$ cat src/cu_pkg.sv
/* shared widths, unit ids, FSM state enums and table stride constants
   for the graph compute unit control block */

package cu_pkg;

	typedef logic [31:0] addr_t;
	typedef logic [31:0] word_t;

	// tag carried by read commands and read data
	typedef enum logic {
		CU_ID_VERTEX_JOB = 1'b0,
		CU_ID_ALGORITHM  = 1'b1
	} cu_id_e;

	typedef enum logic [1:0] {
		VJ_IDLE     = 2'd0,
		VJ_RUN      = 2'd1,
		VJ_FINISHED = 2'd2
	} vertex_state_e;

	typedef enum logic [1:0] {
		ALGO_IDLE      = 2'd0,
		ALGO_READ      = 2'd1,
		ALGO_WAIT_DATA = 2'd2,
		ALGO_WRITE     = 2'd3
	} algo_state_e;

	// byte stride between entries of the degree and property tables
	localparam int WORD_BYTES = 4;

	// degree reads in flight, also the depth of the returned degree buffer
	localparam int VERTEX_READS_MAX = 4;
	localparam int VERTEX_PTR_W     = $clog2(VERTEX_READS_MAX);
	localparam int VERTEX_CNT_W     = $clog2(VERTEX_READS_MAX + 1);

	localparam int NUM_READ_REQUESTERS = 2;

endpackage
$ cat src/cu_input_stage.sv
/* enable register, descriptor and configuration capture, readiness
   and tag based routing of returned read data */

`timescale 1ns/100ps

module cu_input_stage (
	input  logic           clock,
	input  logic           rstn,
	input  logic           enabled_in,
	input  logic           wed_valid,
	input  cu_pkg::word_t  wed_num_vertices,
	input  cu_pkg::word_t  wed_num_edges,
	input  cu_pkg::addr_t  wed_vertex_base,
	input  cu_pkg::addr_t  wed_property_base,
	input  cu_pkg::word_t  cu_configure,
	input  logic           read_data_valid,
	input  cu_pkg::cu_id_e read_data_cu_id,
	input  cu_pkg::word_t  read_data,
	output logic           cu_ready,
	output cu_pkg::word_t  num_vertices,
	output cu_pkg::word_t  num_edges,
	output cu_pkg::addr_t  vertex_base,
	output cu_pkg::addr_t  property_base,
	output cu_pkg::word_t  cu_status,
	output logic           vj_data_valid,
	output logic           algo_data_valid,
	output cu_pkg::word_t  data_word
);
	import cu_pkg::*;

	logic   enabled;
	logic   wed_held;
	logic   rd_valid_q;
	cu_id_e rd_cu_id_q;
	word_t  rd_data_q;

	////////////////////////////////////////
	// descriptor and configuration
	////////////////////////////////////////

	always_ff @(posedge clock or negedge rstn) begin
		if (!rstn) begin
			enabled       <= 1'b0;
			wed_held      <= 1'b0;
			cu_ready      <= 1'b0;
			cu_status     <= '0;
			num_vertices  <= '0;
			num_edges     <= '0;
			vertex_base   <= '0;
			property_base <= '0;
		end else begin
			enabled  <= enabled_in;
			cu_ready <= wed_held && (cu_status != '0);
			if (enabled) begin
				// only the first descriptor after reset is taken
				if (wed_valid && !wed_held) begin
					wed_held      <= 1'b1;
					num_vertices  <= wed_num_vertices;
					num_edges     <= wed_num_edges;
					vertex_base   <= wed_vertex_base;
					property_base <= wed_property_base;
				end
				if (cu_configure != '0) begin
					cu_status <= cu_configure;
				end
			end
		end
	end

	////////////////////////////////////////
	// read data routing
	////////////////////////////////////////

	always_ff @(posedge clock or negedge rstn) begin
		if (!rstn) begin
			rd_valid_q      <= 1'b0;
			vj_data_valid   <= 1'b0;
			algo_data_valid <= 1'b0;
		end else begin
			rd_valid_q      <= enabled && read_data_valid;
			vj_data_valid   <= rd_valid_q && (rd_cu_id_q == CU_ID_VERTEX_JOB);
			algo_data_valid <= rd_valid_q && (rd_cu_id_q == CU_ID_ALGORITHM);
		end
	end

	// one data word shared by both strobes
	always_ff @(posedge clock) begin
		rd_cu_id_q <= read_data_cu_id;
		rd_data_q  <= read_data;
		data_word  <= rd_data_q;
	end

endmodule

$ cat config.mk
export PLATFORM = sky130hd
export DESIGN_NAME = cu_input_stage
export DESIGN_NICKNAME = d
export VERILOG_FILES = /design/src/cu_pkg.sv /design/src/cu_input_stage.sv
export SDC_FILE = /design/constraint.sdc
export NUM_CORES = 1
export LEC_CHECK = 0
export ABC_AREA = 1
export BUFFER_PORTS_ARGS = -buffer_cell sky130_fd_sc_hd__buf_2
export CORE_AREA = 2 2 151 153
export CTS_BUF_LIST = sky130_fd_sc_hd__clkbuf_8
export CTS_CLUSTER_DIAMETER = 60
export CTS_CLUSTER_SIZE = 14
export DETAILED_ROUTE_END_ITERATION = 10
export DIE_AREA = 0 0 153 155
export PLACE_DENSITY = 0.67
export SLEW_MARGIN = 20
export SYNTH_ARGS = -nofsm -noshare
export SYNTH_HDL_FRONTEND = slang
export SYNTH_SLANG_ARGS = --single-unit
$ cat constraint.sdc
create_clock -name clock -period 1.45 [get_ports clock]
set_clock_uncertainty 0.2 [all_clocks]
set_input_delay 0.2175 -clock clock [delete_from_list [all_inputs] [get_ports clock]]
set_output_delay 0.2175 -clock clock [all_outputs]
set_load 0.01 [all_outputs]
# Yosys cells after proc, flatten, opt, wreduce, memory -nomap -nowiden
# Cells that the tools add are included.
dict set report totals {
  elab_cells 25
  ff_bits 231
  rom_bits 0
  input_bits 198
  out_inout_bits 195
  ramBits 0
  latch_bits 0
  mem_count 0
}
dict set report op_classes {
  reduce_logical 10
  n_shift 0
  multipliers 0
  div 0
  bitwise_logic 1
  n_lt_le_gt_ge 0
  n_addsub 0
  muxes 0
  eq_ne 0
}
# operator n
set op_table {}
lappend op_table {{nonzero test 32 bit} 2}
lappend op_table {{logical AND 1 bit} 5}
lappend op_table {{AND reduction 2 bit} 2}
lappend op_table {{logical NOT 1 bit} 1}
lappend op_table {{NOT 1 bit} 1}

# Logic depth before layout (Yosys ltp)
# Gate-level depths: netlist of the first run.
dict set report depth {
  word_depth 3
  ltp_mapped 9
  depth_no_buf 8
}

# Least setup slack after synthesis of the first run
# Ideal clock, no wire load.
dict set report synth_path {
  kind {flip-flop to flip-flop}
  start {reg enabled}
  end {reg num_vertices[22]}
  setup_time_ns 0.125
  path_slack_ns -0.081
  required_time_ns 1.125
  stages_incl_launch_ff 6
  arrival_ns 1.206
  n_path_buf 3
  synth_period_minus_slack_ns 1.531
  cell_sequence {dfrtp_1 > buf_4 > nand3_2 > buf_4 > buf_6 > mux2_4}
}
dict set report synth_between {
  elab_chain_cells 1
}
# element line
set synth_lines {}
lappend synth_lines {{start: declaration} cu_input_stage.sv:31} ;# logic enabled;
lappend synth_lines {{start signal: assignment} cu_input_stage.sv:52} ;# enabled <= enabled_in;
lappend synth_lines {{AND reduction 2 bit (no source line)} -}
lappend synth_lines {{end signal: assignment} cu_input_stage.sv:58} ;# num_vertices <= wed_num_vertices;
lappend synth_lines {{end: declaration} cu_input_stage.sv:20} ;# output cu_pkg::word_t num_vertices,
# Every way passes these cells.
# A chain may end at the register's enable or synchronous reset.

# Worst setup path in the final report of the first run
dict set report layout_path {
  start {reg wed_held}
  end {reg vertex_base[22]}
}
dict set report layout_between {
  elab_chain_cells 3
}
# element line
set layout_lines {}
lappend layout_lines {{start: declaration} cu_input_stage.sv:32} ;# logic wed_held;
lappend layout_lines {{start signal: assignment} cu_input_stage.sv:44} ;# wed_held <= 1'b0;
lappend layout_lines {{start signal: assignment} cu_input_stage.sv:57} ;# wed_held <= 1'b1;
lappend layout_lines {{logical NOT 1 bit} cu_input_stage.sv:56} ;# if (wed_valid && !wed_held) begin
lappend layout_lines {{logical AND 1 bit} cu_input_stage.sv:56}
lappend layout_lines {{AND reduction 2 bit (no source line)} -}
lappend layout_lines {{end signal: assignment} cu_input_stage.sv:60} ;# vertex_base <= wed_vertex_base;
lappend layout_lines {{end: declaration} cu_input_stage.sv:22} ;# output cu_pkg::addr_t vertex_base,
# Every way passes these cells.

==> results of run 1 <==
==> final timing paths <==
kind | from | end | slack (ns)
worst min register to register | rd_data_q[29] | data_word[29] | 0.13
worst min-delay path | wed_valid | vertex_base[20] | 0.09
min in group asynchronous | rstn | property_base[16] | 0.55
max in group asynchronous | rstn | vertex_base[31] | 0.03
worst max register to register | wed_held | vertex_base[22] | -0.15
worst max-delay path | wed_held | vertex_base[22] | -0.15
==> worst max-delay path: cells and delay by family, from the launching register on <==
| kind | cells | cell delay, ns |
|---|---|---|
| buf+inv | 3 | 0.43 |
| flops | 1 | 0.38 |
| mux | 1 | 0.33 |
| simple gates | 1 | 0.13 |
==> cell usage after synthesis (2+ instances only) <==
| master | instances | area share |
|---|---|---|
| dfrtp_1 | 166 | 0.53 |
| mux2_1 | 100 | 0.14 |
| nand2_1 | 79 | 0.038 |
| dfxtp_1 | 65 | 0.17 |
| nor2_1 | 42 | 0.020 |
| nand3_1 | 32 | 0.020 |
| mux2_2 | 19 | 0.027 |
| buf_6 | 12 | 0.017 |
| mux2_4 | 9 | 0.017 |
| buf_4 | 5 | 0.0048 |
| inv_1 | 5 | 0.0024 |
| nand4_1 | 5 | 0.0040 |
| buf_2 | 4 | 0.0026 |
| buf_1 | 2 | 0.00096 |
==> metal layers <==
| layer | part of all wire | track usage |
|---|---|---|
| met1 | 0.35 | 0.2152 |
| met2 | 0.54 | 0.3831 |
| met3 | 0.072 | 0.05292 |
| met4 | 0.036 | 0.06746 |
| met5 | 0 | 0 |
==> flip-flops by register name, indices dropped and copies added, names as in the netlist <==
register         count
cu_status           32
data_word           32
num_edges           32
num_vertices        32
property_base       32
rd_data_q           32
vertex_base         32
algo_data_valid      1
cu_ready             1
enabled              1
rd_cu_id_q           1
rd_valid_q           1
vj_data_valid        1
wed_held             1
==> repair_timing <==
| item | CTS | global route |
|---|---|---|
| hold buffers | 197 | 5 |
| gates cloned | 0 | 8 |
| setup endpoints to repair | 322 | 379 |
| pin swaps | 1 | 8 |
| hold endpoints to repair | 361 | 5 |
| resized for setup | 99 | 124 |
| buffers inserted | 44 | 52 |
==> metrics by stage <==
stage          std cells  utilization  hold slack [ns]  cell area [um^2]
2_1_floorplan        551            -          -0.2781              7855
3_3_place_gp        1249       0.4695         -0.03499             10440
3_5_place_dp        1249       0.4695         -0.03560             10440
4_1_cts             1528       0.6105          0.01878             13570
5_1_grt             1590       0.6587          0.06901             14640
6_report            1590       0.6587          0.08564             14640
==> cells by family after synthesis <==
kind of cell / Yosys count
compound gates: 2
simple gates: 160
buf+inv: 30
flops: 231
mux: 128
==> power breakdown <==
part	switching (mW)	internal [mW]
combinational	0.617	0.917
sequential	0.0921	6.59
clock	2.28	1.52
total	2.99	9.03
==> area by class of cell <==
| cell class | instances | area, um^2 |
|---|---|---|
| timing repair buffer | 738 | 5861 |
| tap | 285 | 356.6 |
| antenna | 2 | 5.005 |
| fill | 1464 | 7586 |
| inverter | 6 | 23.77 |
| sequential | 231 | 5473 |
| clock inverter | 15 | 85.08 |
| clock buffer | 23 | 316.6 |
| multi-input combinational | 290 | 2521 |
==> key figures, run 1 <==
Status
  – Status: finished with violations
  – Failing checks: setup timing

Hold path
  – Min-Delay Path Depth: 4
  – Min-delay worst type: input pin to flop

Die
  – Core area: approximately 22000 um^2
  – Ports: a little under 400
  – Die Span Y: between 150 and 200 um
  – Die area: approximately 24000 um^2
  – Row count: 55
  – Die Width: roughly 150 um
  – Initial core utilization: 0.3524

Logic synthesis
  – Post-Synth XOR/XNOR Area: 0
  – Mux contribution to synthesized area: 0.1883
  – Post-synth EDFFs: 0
  – Synthesized area: between 7000 and 8000 um^2
  – Post-Synthesis Cells: around 550
  – #FFs+latches synth: about 230
  – YS warnings: 0
  – Post-Syn Nets: 749
  – Adder-Cell Fraction of Synth Area: 0
  – Avg Inst Size Synth: 14.22 um^2
  – Main combinational cell family by area after synthesis: multiplexers
  – Simple-gate share of the synthesized area: 0.08450
  – Number of library cell types mapped by synthesis: 20
  – Predominant post-synthesis flop cell: dfrtp_1
  – Fraction of registers with async set/reset: 0.7186
  – Seq/Total Area, Yosys: 0.6965
  – Compound-gate portion of the synthesized area: 0.001757

Job
  – Maxcap violations: 0

Global route
  – Initial antenna violation count: 1
  – Gr ovfl total: 0
  – GRT Total Usage: 0.2009
  – First-pass GRT wire length: just under 40000 um
  – Largest net degree at the start of global routing: 37
  – Vias in the first global route: 7358

Detailed routing
  – Final wirelength: about 29000 um
  – # DRC: 0
  – DRT iter0 DRCs: approximately 320
  – DR pass1 iterations: 5
  – DR vias: 7345
  – Vias per cell: about 4.6
  – WL per Instance: around 18 um
  – ANT nets after route: 0

STA
  – Worst setup margin: -0.1532 ns
  – Period utilization: 1.106
  – Setup TNS: -16.21 ns
  – Min cycle time layout: between 1.5 and 2 ns
  – Setup violators final: 293
  – RSZ-0062 raised after global routing: yes
  – F_max: between 600 and 700 MHz
  – Slew headroom: 0.7744
  – Worst slew pin tran: around 0.34 ns
  – Fin. Hold Viols: 0
  – Slew Limit Fails: 0

Power
  – Static Leak: slightly above 8 nW
  – Maximum VDD drop: between 800 and 900 uV
  – PD cells: around 820 nW/um^2
  – Design Power: 12.02 mW

Clocking
  – Maximum clock path buffer count: 3
  – CTS tree: yes
  – Clock sinks: approximately 230
  – Clock transition at path regs: around 0.090 ns
  – Skew-Pair Late Insertion Delay: 0.52 ns
  – Root Buffer: clkbuf_8
  – CTS Buf Count: 22
  – H-tree levels: 1

Layout
  – Most frequent cells in the layout: buf_2 (319), dlygate4sd3_1 (197), dfrtp_1 (166)
  – Most common cell after layout, fill and taps aside: buf_2
  – Syn-to-layout area delta: 86.93%
  – Final nets: between 1000 and 1500
  – Layout cell share with drive strength beyond 1: 0.5288

Placement
  – DP Wirelength: 15670 um
  – I/O Buffers: roughly 400
  – Setup Slack @ Placement: -0.1143 ns
  – Final RePlAce weighted congestion: slightly below 0.8

Worst setup path
  – CP arrival: approximately 1.8 ns
  – Slowest CP cell: dfrtp_1
  – Crit end category: flop
  – Crit-path max FO: 10
  – WP data required: approximately 1.7 ns
  – CP Cell Sequence: clkinv_2 -> nand3_4 -> buf_12 -> clkbuf_16 -> mux2_1
  – Startpoint types: flop
  – Worst Setup Path Type: flop to flop
  – CP max stage delay: roughly 0.38 ns
  – FF-to-FF path depth: 5
Power figures use the tool's default switching activity.
==> run 2: changes to the inputs <==
- CTS_BUF_LIST: sky130_fd_sc_hd__clkbuf_8 -> sky130_fd_sc_hd__clkbuf_2
==> run 2 against run 1 <==
The flow now stops in clock tree synthesis. Synthesized cell count unchanged. Synthesized area unchanged.
==> key figures, run 2 <==
Clocking
  – Clock sinks: roughly 230
  – Maximum clock path buffer count: 3
  – Hold_buf cts: 270
  – H-tree levels: 1
  – CTS Buf Count: 22
  – Post-CTS Setup Bufs: 47
  – Root Buffer: clkbuf_2
  – Resized cells post-CTS: between 200 and 250

Logic synthesis
  – Seq/Total Area, Yosys: 0.6965
  – Share of the synthesized area in the top cell type: 0.5304
  – Post-Synthesis Cells: around 550
  – Post-Syn Nets: approximately 750
  – YS warnings: 0
  – Cell with the most instances after synthesis: dfrtp_1
  – Post-synth EDFFs: 0
  – Cell taking the most area after synthesis: dfrtp_1
  – Commonest cells post-synth: dfrtp_1 (166), mux2_1 (100), nand2_1 (79)
  – Predominant post-synthesis flop cell: dfrtp_1
  – Synth area leaders: dfrtp_1 (53%), dfxtp_1 (17%), mux2_1 (14%)
  – Synthesized area: roughly 8000 um^2
  – Avg Inst Size Synth: 14.22 um^2
  – Number of library cell types mapped by synthesis: 20
  – #FFs+latches synth: 231
  – Fraction of registers with async set/reset: 0.7186

Placement
  – Final RePlAce weighted congestion: 0.7827
  – I/O Buffers: roughly 390
  – Placed instance area: around 10000 um^2
  – DP Wirelength: 15670 um

Die
  – Ports: 393
  – Die Width: approximately 150 um
  – Die Span Y: 155 um
  – Row count: 55
  – Initial core utilization: 0.3524

Status
  – Status: aborted with a tool error
  – First Err: [ERROR RSZ-0060] Max buffer count reached.
  – Last stage: clock tree synthesis
## run 2: cell counts after synthesis
Identical to the previous run, type by type.
## run 2: per-stage QoR
stage / utilization / TNS (ns) / cells / worst slack, ns / hold WS (ns)
detailed placement: 0.4695 / -11.20 / 1249 / -0.1143 / -0.03560
global placement: 0.4695 / -6.608 / 1249 / -0.08151 / -0.03499
floorplan: - / -4.478 / 551 / -0.04227 / -0.2781
## run 2: cell families after synthesis
kind of cell,Yosys count,share of synthesized area
buffers and inverters,30,0.02891
DFF,231,0.6965
AOI/OAI and AO/OA,2,0.001757
muxes,128,0.1883
and+or+nand+nor,160,0.08450
==> run 3: changes to the inputs <==
- CORE_AREA: 2 2 151 153 -> not set
- CORE_UTILIZATION: not set -> 23
- CTS_BUF_LIST: sky130_fd_sc_hd__clkbuf_2 -> not set
- CTS_CLUSTER_DIAMETER: 60 -> not set
- CTS_CLUSTER_SIZE: 14 -> not set
- DIE_AREA: 0 0 153 155 -> not set
- PLACE_DENSITY: 0.67 -> not set
- PLACE_DENSITY_LB_ADDON: not set -> 0.15
- clock period: 1.45 -> 1.9 ns (I/O delays scaled with it)
==> run 3 against run 2 <==
The run now ends clean.
==> key figures, run 3 (same netlist as run 1, synthesis figures left out) <==
Detailed routing
  – DR vias: ~6400
  – # DRC: 0
  – Vias per cell: about 3.9
  – DR pass1 iterations: 4
  – Final wirelength: approximately 23000 um
  – WL per Instance: 14.31 um
  – ANT nets after route: 0
  – DRT iter0 DRCs: about 160

Status
  – Status: finished, final reports clean

Clocking
  – Skew-Pair Late Insertion Delay: ~0.54 ns
  – Maximum clock path buffer count: 3
  – Clock sinks: 231
  – H-tree levels: 1
  – Clock transition at path regs: approximately 0.06 ns
  – CTS Buf Count: 27
  – Post-CTS Setup Bufs: 0
  – CTS tree: yes
  – Root Buffer: clkbuf_16

STA
  – Period utilization: 0.8785
  – Slew headroom: 0.4652
  – Min cycle time layout: between 1.5 and 2 ns
  – Fin. Hold Viols: 0
  – RSZ-0062 raised after global routing: no
  – Worst slew pin tran: 0.8023 ns
  – Setup TNS: 0 ns
  – F_max: roughly 600 MHz
  – Slew Limit Fails: 0
  – Setup violators final: 0

Power
  – Static Leak: between 7 and 8 nW
  – Design Power: 11.00 mW
  – Maximum VDD drop: between 600 and 700 uV
  – PD cells: slightly above 800 nW/um^2

Global route
  – Gr ovfl total: 0
  – Initial antenna violation count: 1
  – First-pass GRT wire length: between 30000 and 40000 um
  – Vias in the first global route: just under 7000
  – Largest net degree at the start of global routing: 55
  – GRT Total Usage: 0.1330

Die
  – Ports: around 390
  – Core area: about 34000 um^2
  – Row count: 67
  – Die Span Y: ~190 um
  – Die area: about 35000 um^2
  – Die Width: about 190 um
  – Initial core utilization: 0.2336

Worst setup path
  – CP arrival: approximately 2.1 ns
  – CP delay by family, top: buffers and inverters
  – Worst Setup Path Type: input pin to async pin
  – Crit end category: async pin
  – CP Cell Sequence: dlygate4sd3_1 -> buf_6 -> dlygate4sd3_1
  – CP Buf/Inv Count: 3
  – CP max stage delay: approximately 1.0 ns
  – Startpoint types: input pin
  – WP data required: approximately 2.3 ns
  – CP dominant cell by count: dlygate4sd3_1
  – Crit-path max FO: 14
  – Slowest CP cell: dlygate4sd3_1

Placement
  – DP Wirelength: 16080 um
  – I/O Buffers: a little under 400
  – Final RePlAce weighted congestion: 0.7596

Layout
  – Syn-to-layout area delta: 68.87%
  – Final nets: approximately 1400
  – Most frequent cells in the layout: buf_2 (391), dlygate4sd3_1 (197), dfrtp_1 (166)
  – Most common cell after layout, fill and taps aside: buf_2
  – Layout cell share with drive strength beyond 1: 0.4091

Hold path
  – Min-delay worst type: input pin to flop

Job
  – Maxcap violations: 0
-- run 3: area by class of cell --
cell class,instances,area [um^2]
antenna,2,5.005
clock buffer,35,757.0
clock inverter,14,112.6
fill,3254,20310
inverter,6,22.52
multi-input combinational,290,2158
sequential,231,5455
tap,448,560.5
timing repair buffer,607,4155
-- run 3: where the power goes --
group	internal, mW	switching (mW)
Sequential	5.04	0.0722
Clock	2.84	2.13
Combinational	0.539	0.381
-- run 3: through the flow --
| step | cells | hold WS [ns] | instance area [um^2] | util | setup slack [ns] |
|---|---|---|---|---|---|
| floorplan | 551 | -0.2106 | 7833 | - | 0.3690 |
| global placement | 1384 | 0.01663 | 10370 | 0.3092 | 0.2506 |
| detailed placement | 1384 | 0.02057 | 10370 | 0.3092 | 0.2420 |
| CTS | 1631 | 0.01663 | 13220 | 0.3942 | 0.08263 |
| global route | 1631 | 0.04193 | 13220 | 0.3943 | 0.07938 |
| finish | 1633 | 0.03916 | 13230 | 0.3944 | 0.2308 |
-- run 3: path summary, 6_finish.rpt --
path                         startpoint                to  slack (ns)  cells past startpoint
setup / recovery                   rstn     cu_status[22]        0.23                      3
hold / removal                wed_valid          wed_held        0.04                      4
setup reg to reg               wed_held  num_vertices[17]        0.24                      5
hold reg to reg            rd_data_q[7]      data_word[7]        0.12                      0
max in group clock             wed_held  num_vertices[17]        0.24                      5
min in group asynchronous          rstn          cu_ready        0.17                      3
-- run 3: what timing repair did --
action / CTS / global route
hold buffers: 198 / 0
setup endpoints to repair: 0 / 14
endpoints found under the hold margin: 361 / 0
resized for setup: 0 / 1
-- run 3: routing by layer --
metal  track usage  vias to the layer above  wire length, um
met1        0.1548                     3003             9506
li1              -                     3069                -
met5             0                        -                0
met3       0.03799                       39             1809
met2        0.2336                      283            11400
met4       0.04414                        0              661
-- run 3: tightest hold or removal path: stages --
cell	delay, ns
buf_2	0.11
nand3_4	0.10
buf_12	0.18
nand2_1	0.07
==> run 4: changes to the inputs <==
- CORE_ASPECT_RATIO: not set -> 2
- GPL_ROUTABILITY_DRIVEN: not set -> 0
==> run 4 against run 3 <==
Power decreased by 4.3%. Hold slack got worse by 0.0089 ns. Final cell count decreased by 1.5%. Combinational power about the same. Critical path type is now input pin to flop.
==> key figures, run 4 (same netlist as run 1, synthesis figures left out) <==
Status
  – Status: finished, final reports clean

STA
  – Setup TNS: 0 ns
  – Slew headroom: 0.5829
  – Setup violators final: 0
  – Min cycle time layout: around 1.7 ns
  – Period utilization: 0.8916
  – Fin. Hold Viols: 0
  – RSZ-0062 raised after global routing: no
  – Worst slew pin tran: slightly above 0.6 ns
  – F_max: between 500 and 600 MHz
  – Slew Limit Fails: 0

Die
  – Die Span Y: 263.0 um
  – Initial core utilization: 0.2337
  – Die Width: 132.5 um
  – Die area: around 35000 um^2
  – Ports: between 300 and 400
  – Row count: between 90 and 100
  – Core area: 33520 um^2

Layout
  – Most frequent cells in the layout: buf_2 (391), dlygate4sd3_1 (197), dfrtp_1 (166)
  – Most common cell after layout, fill and taps aside: buf_2
  – Final nets: around 1400
  – Fillers: around 3300
  – Layout cell share with drive strength beyond 1: 0.4031
  – Syn-to-layout area delta: 67.09%

Detailed routing
  – DR vias: ~6400
  – Final wirelength: 24800 um
  – DR pass1 iterations: 4
  – WL per Instance: ~15 um
  – Vias per cell: between 3 and 4
  – DRT iter0 DRCs: about 150
  – # DRC: 0
  – ANT nets after route: 0

Worst setup path
  – R2R setup slack: ~0.32 ns
  – Crit end category: flop
  – Crit path capture: cu_status[17]
  – CP arrival: 1.94 ns
  – FF-to-FF path depth: 5
  – Worst Setup Path Type: input pin to flop
  – Crit-path max FO: 13
  – Critical path origin: cu_configure[11]
  – WP data required: roughly 2.1 ns
  – Startpoint types: input pin
  – Reg2reg start: wed_held
  – Reg2Reg Capture Point: property_base[27]

Clocking
  – Hold_buf cts: slightly below 200
  – Post-CTS Setup Bufs: 0
  – Root Buffer: clkbuf_16
  – Clock sinks: ~230
  – CTS tree: yes
  – Skew-Pair Late Insertion Delay: 0.51 ns
  – CTS Buf Count: 22
  – Maximum clock path buffer count: 3
  – H-tree levels: 1
  – Resized cells post-CTS: 0
  – Clock transition at path regs: 0.06 ns

Placement
  – DP Wirelength: approximately 18000 um
  – I/O Buffers: ~390

Global route
  – Initial antenna violation count: 2
  – Largest net degree at the start of global routing: 69
  – Gr ovfl total: 0
  – First-pass GRT wire length: between 30000 and 40000 um
  – Vias in the first global route: between 6000 and 7000
  – GRT Total Usage: 0.1422

Power
  – PD cells: slightly above 800 nW/um^2
  – Design Power: approximately 11 mW
  – Maximum VDD drop: 704.7 uV
  – Static Leak: 7.178 nW

Hold path
  – Min-delay worst type: input pin to flop

Job
  – Maxcap violations: 0
run 4: cell count changes in the layout (fill, tap and decap cells not counted), moves of 2 or more:
cell and change:
clkinv_4 -6, buf_4 -4, clkbuf_16 -3, clkbuf_8 +3
buf_12 +2, clkinv_2 -2, clkinvlp_4 -2
run 4: per-stage QoR:
stage | utilization | area, um^2 | worst slack [ns] | hold slack, ns | std cells
CTS | 0.3903 | 13080 | 0.2493 | 0.009933 | 1607
floorplan | - | 7833 | 0.3690 | -0.2106 | 551
finish | 0.3904 | 13090 | 0.2059 | 0.03027 | 1609
global placement | 0.3091 | 10360 | 0.2844 | -0.06753 | 1370
detailed placement | 0.3091 | 10360 | 0.2723 | -0.06700 | 1370
global route | 0.3904 | 13090 | 0.08411 | 0.04379 | 1609
run 4: how the worst min path moves through the flow:
| stage | from | end | slack [ns] | depth (start not counted) |
|---|---|---|---|---|
| after global routing | wed_valid | wed_held | 0.04 | 4 |
| final | wed_valid | wed_held | 0.03 | 4 |
| after CTS | wed_valid | wed_held | 0.01 | 4 |
| after global placement | rstn | vertex_base[6] | -0.07 | 1 |
| after detailed placement | rstn | vertex_base[6] | -0.07 | 1 |
| after floorplan | rstn | algo_data_valid | -0.21 | 0 |
run 4: report_power, final:
group	leakage (nW)	switching, mW	total (mW)	internal (mW)
clock network	0.373	1.88	4.50	2.62
logic	4.01	0.386	0.920	0.534
registers	2.80	0.0755	5.11	5.03
total	7.18	2.34	10.5	8.19
run 4: final cells by class:
type | instances | area (um^2) | area share
flip-flops and latches | 231 | 5455 | 0.4168
repair buffers | 604 | 4153 | 0.3173
multi-input cells | 290 | 2158 | 0.1649
clock buffers | 36 | 726.9 | 0.05554
well taps | 436 | 545.5 | 0.04168
inverters | 6 | 22.52 | 0.001721
clock inverters | 4 | 21.27 | 0.001625
diodes | 2 | 5.005 | 0.0003824
run 4: per-layer routing:
metal | vias up | part of all wire | GRT usage
li1 | 3047 | - | -
met1 | 3047 | 0.34 | 0.1338
met2 | 228 | 0.58 | 0.2920
met3 | 39 | 0.051 | 0.02407
met4 | 0 | 0.033 | 0.05778
met5 | - | 0 | 0
run 4: critical path, cell delays in order:
cell and delay, ns:
dlygate4sd3_1 0.55, buf_2 0.13, nor2_1 0.20, nand2_1 0.09
nor2_1 0.09, nand2_1 0.07, o21ai_2 0.17, buf_4 0.22
nand2_1 0.06, nand2_1 0.07
