## config.mk

```make
export PLATFORM = sky130hd
export DESIGN_NAME = vertex_job_control_flat
export DESIGN_NICKNAME = d
export VERILOG_FILES = /design/src/cu_pkg.sv /design/src/cu_if.sv /design/src/vertex_job_control.sv /design/src/flat_wrapper.sv
export SDC_FILE = /design/constraint.sdc
export NUM_CORES = 1
export LEC_CHECK = 0
export BUFFER_PORTS_ARGS = -buffer_cell sky130_fd_sc_hd__clkbuf_2
export CORE_MARGIN = 4
export CORE_UTILIZATION = 56
export DETAILED_ROUTE_END_ITERATION = 8
export PLACE_DENSITY = 0.8
export RECOVER_POWER = 100
export SLEW_MARGIN = 20
export SYNTH_ARGS = -nofsm -noshare
export SYNTH_HDL_FRONTEND = slang
export SYNTH_SLANG_ARGS = --single-unit
```

## constraint.sdc

```tcl
create_clock -name clock -period 3.8 [get_ports clock]
set_clock_uncertainty 0.05 [all_clocks]
set_input_delay 0.19 -clock clock [delete_from_list [all_inputs] [get_ports clock]]
set_output_delay 0.19 -clock clock [all_outputs]
set_load 0.01 [all_outputs]
```

## src/cu_pkg.sv

```systemverilog
/* shared widths, unit ids, FSM state enums and table stride constants
   for the graph compute unit control block */

package cu_pkg;

	typedef logic [31:0] addr_t;
	typedef logic [31:0] word_t;

	// tag carried by read commands and read data
	typedef enum logic {
		CU_ID_VERTEX_JOB = 1'b0,
		CU_ID_ALGORITHM  = 1'b1
	} cu_id_e;

	typedef enum logic [1:0] {
		VJ_IDLE     = 2'd0,
		VJ_RUN      = 2'd1,
		VJ_FINISHED = 2'd2
	} vertex_state_e;

	typedef enum logic [1:0] {
		ALGO_IDLE      = 2'd0,
		ALGO_READ      = 2'd1,
		ALGO_WAIT_DATA = 2'd2,
		ALGO_WRITE     = 2'd3
	} algo_state_e;

	// byte stride between entries of the degree and property tables
	localparam int WORD_BYTES = 4;

	// degree reads in flight, also the depth of the returned degree buffer
	localparam int VERTEX_READS_MAX = 4;
	localparam int VERTEX_PTR_W     = $clog2(VERTEX_READS_MAX);
	localparam int VERTEX_CNT_W     = $clog2(VERTEX_READS_MAX + 1);

	localparam int NUM_READ_REQUESTERS = 2;

endpackage
```

## src/cu_if.sv

```systemverilog
/* read command request/grant interface and vertex job valid/ready interface */

`timescale 1ns/100ps

// one read command source towards the arbiter
interface read_cmd_if;
	import cu_pkg::*;

	logic   valid;
	addr_t  addr;
	cu_id_e cu_id;
	logic   grant;

	modport requester (
		output valid,
		output addr,
		output cu_id,
		input  grant
	);

	modport arbiter (
		input  valid,
		input  addr,
		input  cu_id,
		output grant
	);
endinterface

// vertex job, moves when valid and ready are both high
interface vertex_if;
	import cu_pkg::*;

	logic  valid;
	word_t id;
	word_t degree;
	logic  ready;

	modport producer (
		output valid,
		output id,
		output degree,
		input  ready
	);

	modport consumer (
		input  valid,
		input  id,
		input  degree,
		output ready
	);
endinterface

```

## src/vertex_job_control.sv

```systemverilog
/* degree read issue for every vertex, returned degree buffer and
   in-order numbering of vertex jobs */

`timescale 1ns/100ps

module vertex_job_control (
	input  logic          clock,
	input  logic          rstn,
	input  logic          cu_ready,
	input  cu_pkg::word_t num_vertices,
	input  cu_pkg::addr_t vertex_base,
	input  logic          vj_data_valid,
	input  cu_pkg::word_t data_word,
	read_cmd_if.requester rd_cmd,
	vertex_if.producer    vertex
);
	import cu_pkg::*;

	vertex_state_e           state;
	word_t                   next_id;
	word_t                   job_id;
	logic                    cmd_valid;
	addr_t                   cmd_addr;
	logic [VERTEX_CNT_W-1:0] outstanding;
	logic [VERTEX_CNT_W-1:0] fifo_count;
	logic [VERTEX_PTR_W-1:0] wr_ptr;
	logic [VERTEX_PTR_W-1:0] rd_ptr;
	word_t                   degree_mem [VERTEX_READS_MAX];
	logic                    issue;
	logic                    pop;

	function automatic logic [VERTEX_PTR_W-1:0] ptr_next(input logic [VERTEX_PTR_W-1:0] p);
		return (p == VERTEX_PTR_W'(VERTEX_READS_MAX - 1)) ? '0 : p + 1'b1;
	endfunction

	// outstanding covers a read from issue until its job is handed on,
	// so the degree buffer can never overflow
	assign issue = (state == VJ_RUN) && (!cmd_valid || rd_cmd.grant)
		&& (next_id < num_vertices)
		&& (outstanding < VERTEX_CNT_W'(VERTEX_READS_MAX));
	assign pop = vertex.valid && vertex.ready;

	assign rd_cmd.valid = cmd_valid;
	assign rd_cmd.addr  = cmd_addr;
	assign rd_cmd.cu_id = CU_ID_VERTEX_JOB;

	assign vertex.valid  = (fifo_count != '0);
	assign vertex.id     = job_id;
	assign vertex.degree = degree_mem[rd_ptr];

	////////////////////////////////////////
	// read issue FSM
	////////////////////////////////////////

	always_ff @(posedge clock or negedge rstn) begin
		if (!rstn) begin
			state       <= VJ_IDLE;
			next_id     <= '0;
			cmd_valid   <= 1'b0;
			outstanding <= '0;
		end else begin
			case (state)
				VJ_IDLE: begin
					if (cu_ready) begin
						state <= VJ_RUN;
					end
				end
				VJ_RUN: begin
					if (next_id == num_vertices && outstanding == '0) begin
						state <= VJ_FINISHED;
					end
				end
				default: begin
				end
			endcase
			if (issue) begin
				cmd_valid <= 1'b1;
				next_id   <= next_id + 1'b1;
			end else if (rd_cmd.grant) begin
				cmd_valid <= 1'b0;
			end
			outstanding <= outstanding + VERTEX_CNT_W'(issue) - VERTEX_CNT_W'(pop);
		end
	end

	always_ff @(posedge clock) begin
		if (issue) begin
			cmd_addr <= vertex_base + addr_t'(next_id) * addr_t'(WORD_BYTES);
		end
		if (vj_data_valid) begin
			degree_mem[wr_ptr] <= data_word;
		end
	end

	////////////////////////////////////////
	// returned degrees become jobs
	////////////////////////////////////////

	always_ff @(posedge clock or negedge rstn) begin
		if (!rstn) begin
			fifo_count <= '0;
			wr_ptr     <= '0;
			rd_ptr     <= '0;
			job_id     <= '0;
		end else begin
			fifo_count <= fifo_count + VERTEX_CNT_W'(vj_data_valid) - VERTEX_CNT_W'(pop);
			if (vj_data_valid) begin
				wr_ptr <= ptr_next(wr_ptr);
			end
			// degrees return in issue order, so the job id is a running count
			if (pop) begin
				rd_ptr <= ptr_next(rd_ptr);
				job_id <= job_id + 1'b1;
			end
		end
	end

	assert property (@(posedge clock) disable iff (!rstn)
		outstanding <= VERTEX_CNT_W'(VERTEX_READS_MAX))
		else $error("degree reads in flight exceed the limit");

endmodule

```

## src/flat_wrapper.sv

```systemverilog
// flat-port wrapper written by rule: the top's interface ports become plain ports
module vertex_job_control_flat import cu_pkg::*;
  (clock, rstn, cu_ready, num_vertices, vertex_base, vj_data_valid, data_word, rd_cmd_valid, rd_cmd_addr, rd_cmd_cu_id, rd_cmd_grant, vertex_valid, vertex_id, vertex_degree, vertex_ready);
  read_cmd_if rd_cmd_i ();
  vertex_if vertex_i ();
  input  logic clock;
  input  logic rstn;
  input  logic cu_ready;
  input  cu_pkg::word_t num_vertices;
  input  cu_pkg::addr_t vertex_base;
  input  logic vj_data_valid;
  input  cu_pkg::word_t data_word;
  output wire logic [$bits(rd_cmd_i.valid)-1:0] rd_cmd_valid;
  output wire logic [$bits(rd_cmd_i.addr)-1:0] rd_cmd_addr;
  output wire logic [$bits(rd_cmd_i.cu_id)-1:0] rd_cmd_cu_id;
  input wire logic [$bits(rd_cmd_i.grant)-1:0] rd_cmd_grant;
  output wire logic [$bits(vertex_i.valid)-1:0] vertex_valid;
  output wire logic [$bits(vertex_i.id)-1:0] vertex_id;
  output wire logic [$bits(vertex_i.degree)-1:0] vertex_degree;
  input wire logic [$bits(vertex_i.ready)-1:0] vertex_ready;
  assign rd_cmd_valid = rd_cmd_i.valid;
  assign rd_cmd_addr = rd_cmd_i.addr;
  assign rd_cmd_cu_id = rd_cmd_i.cu_id;
  assign rd_cmd_i.grant = rd_cmd_grant;
  assign vertex_valid = vertex_i.valid;
  assign vertex_id = vertex_i.id;
  assign vertex_degree = vertex_i.degree;
  assign vertex_i.ready = vertex_ready;
  vertex_job_control u_core (.clock(clock), .rstn(rstn), .cu_ready(cu_ready), .num_vertices(num_vertices), .vertex_base(vertex_base), .vj_data_valid(vj_data_valid), .data_word(data_word), .rd_cmd(rd_cmd_i), .vertex(vertex_i));
endmodule
```

; ---- Word level (Yosys, flattened, before mapping)
; Memory sizes are Yosys's and may differ from the RTL's.
; Cells that the tools add are included.
[totals]
register_bits = 109
latchBits = 0
ram_bits = 128
rom_bits = 0
in_bits = 102
out_inout_bits = 99
n_memories = 1
[mem_list]
columns = memory, depth, word_bits, read_ports, rd_ports_with_merged_regs, write_ports, line
row1 = u_core.degree_mem, 4, 32, 1, 0, 1, vertex_job_control.sv:28  ; word_t degree_mem [VERTEX_READS_MAX];
[op_classes]
n_addsub = 9
mul = 0
div_mod_pow = 0
n_lt_le_gt_ge = 2
n_eq_ne = 6
n_shift = 0
muxes = 9
bitwise = 0
reduce_logical = 13
[op_table]
columns = cell, n
row1 = "adder 32 x 1 -> 32 bit, second input constant", 2
row2 = adder 32 bit, 1
row3 = equality test 32 bit, 1
row4 = < comparator 32 bit, 1
row5 = two-way mux 2 bit, 4
row6 = adder 3 x 1 -> 3 bit, 2
row7 = subtractor 3 x 1 -> 3 bit, 2
row8 = logical AND 1 bit, 5
row9 = "adder 2 x 1 -> 2 bit, second input constant", 2
row10 = "equality test 2 bit, second input constant", 2
row11 = two-way mux 1 bit, 4
row12 = "inequality test 2 bit, second input constant", 2
row13 = one-hot mux 2 bit (2 select lines), 1
row14 = nonzero test 2 bit, 2
row15 = logical NOT 3 bit, 1
row16 = "< comparator 3 bit, second input constant", 1
row17 = AND reduction 3 bit, 1
row18 = nonzero test 3 bit, 1
row19 = "equality test 2 x 1 -> 1 bit, second input constant", 1
row20 = logical NOT 2 bit, 1
row21 = logical NOT 1 bit, 1
row22 = logical OR 1 bit, 1

; ---- Depth between registers and ports, before layout
; Gate-level depths: netlist of the first run.
[logic_depth]
ltp_word = 7
mapped_depth = 14
mapped_depth_nobuf = 13

; ---- Least setup slack after synthesis of the first run
; OpenSTA, ideal clock, no wires.
[synth_timing]
kind = register to register
start = register u_core.next_id[9]
end = register u_core.outstanding[2]
setup_ns = 0.124
arrival_time_ns = 2.997
slack_ns = 0.629
path_stages_with_launch = 14
path_buffers = 1
period_less_slack_ns = 3.171
cell_sequence = dfrtp_1 -> ha_1 -> a21o_1 -> a21o_1 -> a21oi_1 -> o21a_1 -> o211ai_1 -> a221oi_4 -> buf_6 -> ha_1 -> inv_1 -> fa_1 -> xnor2_1 -> xnor2_1
[synth_between]
elab_chain_len = 5
[synth_lines]
columns = item, line
row1 = from (decl), vertex_job_control.sv:20  ; word_t next_id;
row2 = from (signal assigned), vertex_job_control.sv:78  ; next_id <= next_id + 1'b1;
row3 = < comparator 32 bit, vertex_job_control.sv:39  ; && (next_id < num_vertices)
row4 = logical AND 1 bit, vertex_job_control.sv:39
row5 = logical AND 1 bit, vertex_job_control.sv:40  ; && (outstanding < VERTEX_CNT_W'(VERTEX_READS_MAX));
row6 = named net u_core.issue, vertex_job_control.sv:29  ; logic issue;
row7 = adder 3 x 1 -> 3 bit, vertex_job_control.sv:82  ; outstanding <= outstanding + VERTEX_CNT_W'(issue) - VERTEX_CNT_W'(pop);
row8 = subtractor 3 x 1 -> 3 bit, vertex_job_control.sv:82
row9 = to (signal assigned), vertex_job_control.sv:82
row10 = to (decl), vertex_job_control.sv:24  ; logic [VERTEX_CNT_W-1:0] outstanding;
; The timed path passes the listed nets, and every way through them passes these cells.
; A chain may end at the register's enable or synchronous reset.

; ---- Worst setup path after layout of the first run
[layout_timing]
start = register u_core.next_id[2]
end = register u_core.cmd_addr[22] (netlist: u_core.rd_cmd.addr[22]) (data pin)
[layout_between]
elab_chain_len = 1
[layout_lines]
columns = item, line
row1 = adder 32 bit, vertex_job_control.sv:88  ; cmd_addr <= vertex_base + addr_t'(next_id) * addr_t'(WORD_BYTES);
row2 = to (signal assigned), vertex_job_control.sv:88
row3 = to (decl), vertex_job_control.sv:23  ; addr_t cmd_addr;
; No other way between the ends.

==> results of run 1 <==
==> final cells by class <==
class	count	area, um^2	share of cell area
sequential	237	6730	0.490
timing repair buffer	249	1290	0.0939
inverter	51	191	0.0139
clock inverter	10	164	0.0119
tap	265	332	0.0241
multi-input combinational	519	4340	0.316
clock buffer	36	687	0.0500
==> through the flow <==
stage | util | setup slack, ps | total power (uW)
finish | 0.694 | 571 | 8330
global route | 0.694 | 285 | 8800
CTS | 0.705 | 708 | 8500
detailed placement | 0.642 | 725 | 5960
global placement | 0.642 | 814 | 5870
floorplan | - | 629 | 5100
==> power by group through the flow <==
stage                     combinational (uW)  clock, uW  sequential (uW)
after floorplan                         1470          0             3620
after CTS                               2340       2540             3620
final                                   2200       2510             3620
after detailed placement                2290          0             3660
after global routing                    2440       2680             3690
after global placement                  2230          0             3630
==> worst min path at each step <==
stage                     cells after the start                endpoint            start  slack, ps
after floorplan                               0    u_core.fifo_count[0]             rstn       -160
after global placement                        1   u_core.rd_cmd.addr[1]   vertex_base[1]        320
after detailed placement                      1   u_core.rd_cmd.addr[1]   vertex_base[1]        320
after CTS                                     4  u_core.rd_cmd.addr[16]  vertex_base[15]         90
after global routing                          3  u_core.rd_cmd.addr[31]  vertex_base[30]        120
final                                         4  u_core.rd_cmd.addr[16]  vertex_base[15]         90
==> what timing repair did <==
action,in CTS,in global routing
hold endpoints to repair,215,0
setup buffers,0,0
hold buffers,40,0
==> logic make-up after synthesis <==
family / count (synthesis)
multiplexers: 33
flip-flops: 237
XOR/XNOR: 93
AND/OR/NAND/NOR: 205
other: 1
buffers and inverters: 71
adder cells (fa/ha/maj): 75
AO/OA/AOI/OAI: 112
==> cells in the final DEF (no fill, tap or decap), types with 3 or more instances in the layout <==
| master | n |
|---|---|
| sky130_fd_sc_hd__a21o_1 | 22 |
| sky130_fd_sc_hd__a21oi_1 | 36 |
| sky130_fd_sc_hd__and2_1 | 6 |
| sky130_fd_sc_hd__and3_1 | 14 |
| sky130_fd_sc_hd__and4_1 | 8 |
| sky130_fd_sc_hd__buf_4 | 4 |
| sky130_fd_sc_hd__bufinv_16 | 4 |
| sky130_fd_sc_hd__clkbuf_1 | 142 |
| sky130_fd_sc_hd__clkbuf_16 | 25 |
| sky130_fd_sc_hd__clkbuf_2 | 72 |
| sky130_fd_sc_hd__clkinv_1 | 3 |
| sky130_fd_sc_hd__dfrtp_1 | 77 |
| sky130_fd_sc_hd__dlygate4sd3_1 | 40 |
| sky130_fd_sc_hd__edfxtp_1 | 160 |
| sky130_fd_sc_hd__fa_1 | 3 |
| sky130_fd_sc_hd__ha_1 | 72 |
| sky130_fd_sc_hd__inv_1 | 51 |
| sky130_fd_sc_hd__mux4_2 | 32 |
| sky130_fd_sc_hd__nand2_1 | 36 |
| sky130_fd_sc_hd__nand2b_1 | 8 |
| sky130_fd_sc_hd__nand3_1 | 41 |
| sky130_fd_sc_hd__nand4_1 | 32 |
| sky130_fd_sc_hd__nor2_1 | 30 |
| sky130_fd_sc_hd__nor2b_1 | 7 |
| sky130_fd_sc_hd__nor3_1 | 5 |
| sky130_fd_sc_hd__nor4_1 | 3 |
| sky130_fd_sc_hd__o21a_1 | 7 |
| sky130_fd_sc_hd__o21ai_0 | 22 |
| sky130_fd_sc_hd__o31ai_1 | 6 |
| sky130_fd_sc_hd__or2_2 | 4 |
| sky130_fd_sc_hd__xnor2_1 | 74 |
| sky130_fd_sc_hd__xor2_1 | 19 |
==> cell usage after synthesis (2+ instances only) <==
master                     instances  area, um^2
sky130_fd_sc_hd__edfxtp_1        160        4800
sky130_fd_sc_hd__dfrtp_1          77        1930
sky130_fd_sc_hd__xnor2_1          74         648
sky130_fd_sc_hd__ha_1             72         901
sky130_fd_sc_hd__inv_1            50         188
sky130_fd_sc_hd__nand3_1          41         205
sky130_fd_sc_hd__a21oi_1          35         175
sky130_fd_sc_hd__nand2_1          35         131
sky130_fd_sc_hd__mux4_2           32         721
sky130_fd_sc_hd__nand4_1          32         200
sky130_fd_sc_hd__nor2_1           30         113
sky130_fd_sc_hd__a21o_1           22         165
sky130_fd_sc_hd__o21ai_0          21         105
sky130_fd_sc_hd__xor2_1           19         166
sky130_fd_sc_hd__and3_1           14        87.6
sky130_fd_sc_hd__clkbuf_1         12        45.0
sky130_fd_sc_hd__and2_1            8        50.1
sky130_fd_sc_hd__and4_1            8        70.1
sky130_fd_sc_hd__nand2b_1          8        50.1
sky130_fd_sc_hd__nor2b_1           7        43.8
sky130_fd_sc_hd__o21a_1            7        52.6
sky130_fd_sc_hd__nor3_1            5        25.0
sky130_fd_sc_hd__o31ai_2           4        50.1
sky130_fd_sc_hd__or2_2             4        25.0
sky130_fd_sc_hd__buf_2             3        15.0
sky130_fd_sc_hd__buf_6             3        33.8
sky130_fd_sc_hd__fa_1              3        60.1
sky130_fd_sc_hd__o21ai_1           3        15.0
sky130_fd_sc_hd__o31ai_1           3        22.5
sky130_fd_sc_hd__a211oi_1          2        15.0
sky130_fd_sc_hd__nor4_1            2        12.5
sky130_fd_sc_hd__o21bai_1          2        15.0
sky130_fd_sc_hd__or3_1             2        12.5
==> per-layer routing <==
metal,global-route usage,vias up,share of wire
met2,0.365,286,0.48
met1,0.314,3722,0.42
met5,0,-,0.0013
met3,0.0482,44,0.082
li1,-,3591,-
met4,0.0530,4,0.019
==> worst reg2reg max path: cells and delay by family (launching register included) <==
family / cells / cell delay, ps
AND/OR/NAND/NOR: 2 / 780
adder cells (fa/ha/maj): 1 / 360
XOR/XNOR: 1 / 100
AO/OA/AOI/OAI: 5 / 1220
flip-flops: 1 / 460
==> registers in the layout, indices dropped and copies added (netlist names), 2 cells and up <==
signal and cells:
u_core.rd_ptr 2, u_core.outstanding 3, u_core.fifo_count 3, u_core.vertex.id 32, u_core.state 2, u_core.wr_ptr 2, u_core.next_id 32, u_core.degree_mem 128
u_core.rd_cmd.addr 32
==> impl_metrics.yaml, run 1 <==
die:
  die_w_um: 151
  fp.dieArea_um2: 22700
  initial_utilization: 0.577
  pin_count: 201
  num_rows: 51
  core-area_um2: 19800
  die_height_um: 151
global_routing:
  first_global_vias: 7754
  grt-ovfl-total: 0
  grt.total_usage: 0.225
  antenna_violations_before_repair: 2
  grt_first_pass_wirelength_mm: 40.3
  grt_start_max_net_pins: 78
setup_path:
  cp_startpoint_kind: "register"
  cp_slowest_stage_delay_ps: 630
  reg2reg_depth: 9
  timing.critical_path.cells: "ha_1 > nor2b_1 > o21a_1 > o21ai_0 > a21oi_1 > nor4_1 > o31ai_1 > o21ai_0 > xnor2_1"
  cpMostUsedCell: "sky130_fd_sc_hd__o21ai_0"
  worstPathArrival_ps: 3450
  timing.critical_path.max_delay_family: "compound AO/OA/AOI/OAI gates"
  regToRegStartpoint: "u_core.next_id[2]"
  path_max_fanout: 7
  timing.critical_path.to: "u_core.rd_cmd.addr[22]"
  cp_data_required_time_ps: 4020
  r2r_end: "u_core.rd_cmd.addr[22]"
  critical_path_class: "reg -> reg"
  cell_with_the_largest_stage_delay_on_the_worst_path: "sky130_fd_sc_hd__nor4_1"
  worst_case_register_to_register_setup_slack_ps: 570
  worst-path-stages: 9
  path_buf_inv: 0
  setup.worst_path.end_class: "register"
  worstSetupStartpoint: "u_core.next_id[2]"
cells_and_area:
  antenna_cells_inserted: 0
  layout-area-overhead-vs-synth_pct: 20.3
  finish.net_count: 1260
  final_cell_count_no_fill: 1367
  finish.instance_area_um2: 13700
  final_layout_size_suffix_gt1_frac: 0.141
  fillers: 1456
power_and_ir_drop:
  switching_power_uw: 2530
  power.clock.fraction: 0.301
  leakagePower_uw: 0.00572
  p_per_area_nw_per_um2: 607
  maximum_vdd_drop_uv: 325
  seq_power_share: 0.435
  sw_frac_of_total: 0.304
  internal_power_uw: 5800
  power_frac_comb: 0.264
logic_synthesis:
  ys.flop_type: "sky130_fd_sc_hd__edfxtp_1"
  synth_fp_nets: 1004
  synth_area_per_cell_um2: 13.8
  synth-xor-area-share: 0.0714
  synth-compound-area-share: 0.0671
  post_synth_and_or_nand_nor_area_fraction: 0.0969
  synth_seq_cells: 237
  synth_seq_area_share: 0.590
  yosys.area_share.adder: 0.0842
  synth_warnings: 0
  synth_top_family_by_area: "simple AND/OR/NAND/NOR gates"
  synth_cells: 827
  synth_enable_flop_cells: 160
  multiplexer_area_fraction_after_synthesis: 0.0640
  post_synth_instance_area_um2: 11400
  ys_types: 60
  fraction_of_synthesis_flops_using_an_asynchronous_set_or_reset_pin: 0.325
route:
  via_count: 7647
  wl_per_cell_um: 18.5
  detail_route_antenna_nets: 0
  number_of_vias_per_cell: 5.59
  drt_iter0_drc: 391
  first_pass_iteration_count_of_the_detailed_router: 5
  drc: 0
  wirelength_mm: 25.2
sta:
  slew-limit-headroom: -0.346
  final_period_util: 0.850
  timing.final.hold_violations: 0
  clock.fmax_mhz: 310
  fin_crit_ps: 3230
  drv_slew: 132
  worst_slew_pin_slew_ps: 2020
  timing.final.setup_violations: 0
  rsz0062_at_grt: "no"
  fin_setup_tns_ps: 0
  hold_ws_ps: 92.7
placed_design:
  place.port_buffers: 199
  dp_hpwl_mm: 17.4
  placer_congestion_estimate: 0.879
  placedCellCount: 1280
  post_dp_cell_area_um2: 12700
cts:
  htree_levels: 1
  cts_resized: 0
  tritoncts: "done"
  cts_root_buffer: "sky130_fd_sc_hd__clkbuf_16"
  clock_sinks: 237
  cts_made_buffers: 25
  cts.clk_slew.worst_paths_ps: 60
  worst_skew_pair.late_latency_ps: 520
  clockBufferDepth: 3
status:
  outcome: "finished with violations"
  failing_checks: "capacitance limit, slew limit"
job:
  cap_viol_max_count: 4
hold_path:
  min_path_type: "in -> reg"
Note: power is estimated with default switching activity, not from simulation.
==> run 2: changes to the inputs <==
clock period = 3 ns   (was 3.8 ns; I/O delays follow)
==> run 2 against run 1 <==
Against the previous run: non-clock buffer count rose by 9; sequential cell count is the same; worst setup slack worse by 420 ps; the run still ends with capacitance limit, slew limit left; cell count increased by 0.73%; critical path type unchanged; first-iteration DRC count is 28% higher; design area grew 1.0%.
==> impl_metrics.yaml, run 2 (synthesis results as in run 1) <==
status:
  outcome: "finished with violations"
  failing_checks: "capacitance limit, slew limit"
die:
  core-area_um2: 19800
  die_w_um: 151
  die_height_um: 151
  initial_utilization: 0.577
  num_rows: 51
  fp.dieArea_um2: 22700
  pin_count: 201
power_and_ir_drop:
  p_per_area_nw_per_um2: 758
  leakagePower_uw: 0.00582
  maximum_vdd_drop_uv: 574
sta:
  worst_slew_pin_slew_ps: 1950
  final_period_util: 0.949
  clock.fmax_mhz: 351
  rsz0062_at_grt: "yes"
  timing.final.setup_violations: 0
  hold_ws_ps: 78.9
  fin_crit_ps: 2850
  fin_setup_tns_ps: 0
  timing.final.hold_violations: 0
  drv_slew: 78
  slew-limit-headroom: -0.301
job:
  cap_viol_max_count: 1
cts:
  cts_root_buffer: "sky130_fd_sc_hd__clkbuf_16"
  cts_made_buffers: 25
  htree_levels: 1
  clockBufferDepth: 3
  clock_sinks: 237
  cts.clk_slew.worst_paths_ps: 60
  worst_skew_pair.late_latency_ps: 530
  tritoncts: "done"
route:
  wl_per_cell_um: 19.2
  wirelength_mm: 26.5
  drt_iter0_drc: 502
  drc: 0
  number_of_vias_per_cell: 5.64
  first_pass_iteration_count_of_the_detailed_router: 5
  detail_route_antenna_nets: 0
  via_count: 7763
cells_and_area:
  most_common_library_cell_in_the_layout_ignoring_fill_and_taps: "sky130_fd_sc_hd__edfxtp_1"
  final_cell_count_no_fill: 1377
  final_layout_size_suffix_gt1_frac: 0.182
  most-common-layout-cells: "160 x sky130_fd_sc_hd__edfxtp_1, 122 x sky130_fd_sc_hd__clkbuf_1, 93 x sky130_fd_sc_hd__clkbuf_2, 74 x sky130_fd_sc_hd__dfrtp_1, 73 x sky130_fd_sc_hd__xnor2_1"
  multi_input_gate_area_um2: 4420
  largest-register: "u_core.degree_mem"
  seqCellArea_um2: 6740
  largest_reg_flops: 128
  finish.net_count: 1269
  fillers: 1405
  layout-area-overhead-vs-synth_pct: 21.6
setup_path:
  timing.critical_path.max_delay_family: "compound AO/OA/AOI/OAI gates"
  cp_data_required_time_ps: 3360
  regToRegStartpoint: "u_core.next_id[5]"
  cp_slowest_stage_delay_ps: 410
  timing.critical_path.cells: "ha_1 > a21o_1 > a21o_1 > a21oi_2 > o21a_1 > o211ai_1 > a221oi_4 > ha_4 > inv_2 > fa_2 > xnor2_2 > xnor2_1"
  setup.worst_path.end_class: "register"
  worstSetupStartpoint: "u_core.next_id[5]"
  critical_path_class: "reg -> reg"
  path_buf_inv: 1
  cp_startpoint_kind: "register"
  path_max_fanout: 4
  cell_with_the_largest_stage_delay_on_the_worst_path: "sky130_fd_sc_hd__dfrtp_1"
  worstPathArrival_ps: 3210
  cpMostUsedCell: "sky130_fd_sc_hd__a21o_1"
global_routing:
  grt_start_max_net_pins: 78
  grt.total_usage: 0.239
  first_global_vias: 7933
  grt_first_pass_wirelength_mm: 42.4
  grt-ovfl-total: 0
  antenna_violations_before_repair: 2
placed_design:
  placer_congestion_estimate: 0.915
  dp_hpwl_mm: 17.8
  place.port_buffers: 199
  placedCellCount: 1290
hold_path:
  hp-start: "vertex_base[16]"
  min_path_type: "in -> reg"
-- run 2: cell count changes in the layout (fill, tap and decap cells not counted), sizes merged --
cell,before,now
bufinv,4,1
clkinvlp,1,0
buf,4,14
clkinv,4,5
diode,0,1
clkbuf,241,243
-- run 2: path summary, 6_finish.rpt --
path / endpoint / slack [ps] / cells past startpoint
max: u_core.outstanding[2] / 150 / 12
min: u_core.rd_cmd.addr[16] / 80 / 4
max reg2reg: u_core.outstanding[2] / 150 / 12
min reg2reg: u_core.vertex.id[31] / 420 / 1
max in group asynchronous: u_core.next_id[29] / 920 / 2
min in group asynchronous: u_core.vertex.id[13] / 660 / 2
-- run 2: metrics by stage --
stage	total power, uW	utilization	cell area, um^2	worst slack (ps)
global placement	7550	0.648	12800	183
global route	11100	0.701	13900	-26.1
detailed placement	7650	0.648	12800	137
CTS	10700	0.708	14000	112
floorplan	6510	-	11400	-36.6
finish	10500	0.701	13900	152
-- run 2: what timing repair did --
action | 4_1_cts | 5_1_grt
hold buffers | 40 | 0
gates resized for setup | 0 | 8
setup endpoints to repair | 0 | 5
endpoints found under the hold margin | 216 | 0
buffers inserted | 0 | 0
-- run 2: area by class of cell --
cell class | count | share of cell area
inverters | 51 | 0.0138
clock inverters | 7 | 0.00532
clock buffers | 39 | 0.0510
repair buffers | 258 | 0.102
multi-input cells | 519 | 0.319
well taps | 265 | 0.0239
diodes | 1 | 0.000180
flip-flops and latches | 237 | 0.485
-- run 2: per-layer routing --
metal	GRT usage	wire (um)
met3	0.0494	2080
met2	0.395	12900
met1	0.325	10800
met4	0.0657	634
met5	0	27
-- run 2: worst register-to-register path, stage by stage (launching register included) --
cell                       delay (ps)
sky130_fd_sc_hd__dfrtp_1          410
sky130_fd_sc_hd__ha_1             330
sky130_fd_sc_hd__a21o_1           160
sky130_fd_sc_hd__a21o_1           180
sky130_fd_sc_hd__a21oi_2          110
sky130_fd_sc_hd__o21a_1           130
sky130_fd_sc_hd__o211ai_1         140
sky130_fd_sc_hd__a221oi_4         380
sky130_fd_sc_hd__ha_4             180
sky130_fd_sc_hd__inv_2             30
sky130_fd_sc_hd__fa_2             360
sky130_fd_sc_hd__xnor2_2          150
sky130_fd_sc_hd__xnor2_1          120
-- run 2: report_power, final --
part	switching, uW	internal (uW)
Combinational	1700	1300
Clock	1240	1720
Sequential	345	4220
Total	3280	7240
==> run 3: changes to the inputs <==
RECOVER_POWER = 25   (was 100)
==> run 3 against run 2 <==
Against the previous run: the flow still finishes with violations (capacitance limit, slew limit); maximum frequency hardly changed; via count is 0.10% higher; clock-buffer cell count stayed put.
==> impl_metrics.yaml, run 3 (synthesis results as in run 1) <==
cts:
  cts_made_buffers: 25
  cts_root_buffer: "sky130_fd_sc_hd__clkbuf_16"
  cts.clk_slew.worst_paths_ps: 60
  tritoncts: "done"
  post_cts.repair.setup_buffers: 0
  worst_skew_pair.late_latency_ps: 530
  clock_sinks: 237
  clockBufferDepth: 3
  htree_levels: 1
power_and_ir_drop:
  leakagePower_uw: 0.00608
  total_power_uw: 10600
  p_per_area_nw_per_um2: 757
  internal_power_uw: 7310
  maximum_vdd_drop_uv: 577
  switching_power_uw: 3280
  power_frac_comb: 0.291
  seq_power_share: 0.430
  power.clock.fraction: 0.278
  sw_frac_of_total: 0.310
setup_path:
  critical_path_class: "reg -> reg"
  r2r_end: "u_core.outstanding[2]"
  cp_slowest_stage_delay_ps: 410
  path_max_fanout: 4
  cell_with_the_largest_stage_delay_on_the_worst_path: "sky130_fd_sc_hd__dfrtp_1"
  cp_data_required_time_ps: 3360
  worst_case_register_to_register_setup_slack_ps: 150
  reg2reg_depth: 12
  regToRegStartpoint: "u_core.next_id[5]"
  timing.critical_path.cells: "ha_1 > a21o_1 > a21o_1 > a21oi_2 > o21a_1 > o211ai_1 > a221oi_4 > ha_4 > inv_2 > fa_2 > xnor2_2 > xnor2_1"
  cp_startpoint_kind: "register"
  cpMostUsedCell: "sky130_fd_sc_hd__a21o_1"
  setup.worst_path.end_class: "register"
  worstPathArrival_ps: 3210
global_routing:
  grt_start_max_net_pins: 78
  grt-ovfl-total: 0
  antenna_violations_before_repair: 2
  grt.total_usage: 0.239
  first_global_vias: 7933
  grt_first_pass_wirelength_mm: 42.4
sta:
  timing.final.setup_violations: 0
  fin_crit_ps: 2850
  rsz0062_at_grt: "yes"
  postLayoutSetupSlackWorst_ps: 151
  final_period_util: 0.950
  slew-limit-headroom: -0.316
  worst_slew_pin_slew_ps: 1970
  drv_slew: 78
  timing.final.hold_violations: 0
  clock.fmax_mhz: 351
die:
  num_rows: 51
  pin_count: 201
  fp.dieArea_um2: 22700
  die_height_um: 151
  die_w_um: 151
  core-area_um2: 19800
  initial_utilization: 0.577
status:
  outcome: "finished with violations"
  failing_checks: "capacitance limit, slew limit"
route:
  drt_iter0_drc: 489
  number_of_vias_per_cell: 5.64
  via_count: 7771
  first_pass_iteration_count_of_the_detailed_router: 5
  drc: 0
  wl_per_cell_um: 19.3
  wirelength_mm: 26.6
  detail_route_antenna_nets: 0
cells_and_area:
  most_common_library_cell_in_the_layout_ignoring_fill_and_taps: "sky130_fd_sc_hd__clkbuf_2"
  final_cell_count_no_fill: 1377
  post_layout_util: 0.707
  largest-register: "u_core.degree_mem"
  largest_reg_flops: 128
  finish.net_count: 1269
  most-common-layout-cells: "167 x sky130_fd_sc_hd__clkbuf_2, 160 x sky130_fd_sc_hd__edfxtp_1, 74 x sky130_fd_sc_hd__dfrtp_1, 73 x sky130_fd_sc_hd__xnor2_1, 70 x sky130_fd_sc_hd__ha_1"
  final_layout_size_suffix_gt1_frac: 0.256
  layout-area-overhead-vs-synth_pct: 22.6
placed_design:
  place.port_buffers: 199
  dp_hpwl_mm: 17.8
  placedCellCount: 1290
  placer_congestion_estimate: 0.915
  dp_slack_ps: 137
hold_path:
  hold_path_end: "u_core.rd_cmd.addr[16]"
  min_path_type: "in -> reg"
  worst_hold_path.num_cells: 4
  hp-start: "vertex_base[16]"
job:
  cap_viol_max_count: 1
==> run 3: cell count changes in the layout (fill, tap and decap cells not counted), sizes merged <==
cell,before,now
buf,14,19
clkbuf,243,238
==> run 3: cell type report <==
type,instances,area (um^2)
clock buffers,39,708
flip-flops and latches,237,6740
fillers,1365,5790
clock inverters,7,73.8
inverters,51,191
repair buffers,258,1520
multi-input cells,519,4420
diodes,1,2.50
well taps,265,332
==> run 3: worst max-delay path, delay by kind of cell, from the launching register on <==
| kind | cells | cell delay (ps) |
|---|---|---|
| compound gates | 6 | 1100 |
| fa+ha+maj | 3 | 870 |
| flops | 1 | 410 |
| xor+xnor | 2 | 270 |
| buf+inv | 1 | 30 |
==> run 3: worst max-delay path by stage <==
stage                             from  cells after the start  slack [ps]                     end
floorplan            u_core.next_id[9]                     13         -40   u_core.outstanding[2]
global placement     u_core.next_id[5]                     12         180   u_core.outstanding[2]
detailed placement   u_core.next_id[1]                     12         140   u_core.outstanding[2]
CTS                  u_core.next_id[8]                      9         110  u_core.rd_cmd.addr[31]
global route        u_core.next_id[29]                     12         -30   u_core.outstanding[2]
finish               u_core.next_id[5]                     12         150   u_core.outstanding[2]
==> run 3: metrics by stage <==
| step | setup TNS (ps) | instance area [um^2] | hold WS (ps) |
|---|---|---|---|
| global placement | 0 | 12800 | 277 |
| CTS | 0 | 14000 | 59.3 |
| global route | -26.1 | 14000 | 93.3 |
| finish | 0 | 14000 | 79.4 |
| floorplan | -36.6 | 11400 | -196 |
| detailed placement | 0 | 12800 | 279 |
==> run 3: power groups by stage <==
| stage | Sequential, uW | Clock (uW) | Combinational, uW |
|---|---|---|---|
| 2_1_floorplan | 4590 | 0 | 1920 |
| 3_3_place_gp | 4570 | 0 | 2980 |
| 3_5_place_dp | 4610 | 0 | 3040 |
| 4_1_cts | 4560 | 3010 | 3130 |
| 5_1_grt | 4630 | 3150 | 3390 |
| 6_report | 4560 | 2950 | 3090 |
==> run 3: repair_timing <==
item / in CTS / in global routing
hold buffers: 40 / 0
endpoints found under the hold margin: 216 / 0
setup endpoints to repair: 0 / 5
resized for setup: 0 / 8
==> run 3: per-layer routing <==
layer / track usage / up-vias / wire length (um)
met1: 0.325 / 3759 / 10900
met4: 0.0657 / 4 / 622
met3: 0.0494 / 55 / 2120
met5: 0 / - / 27
li1: - / 3619 / -
met2: 0.395 / 334 / 13000
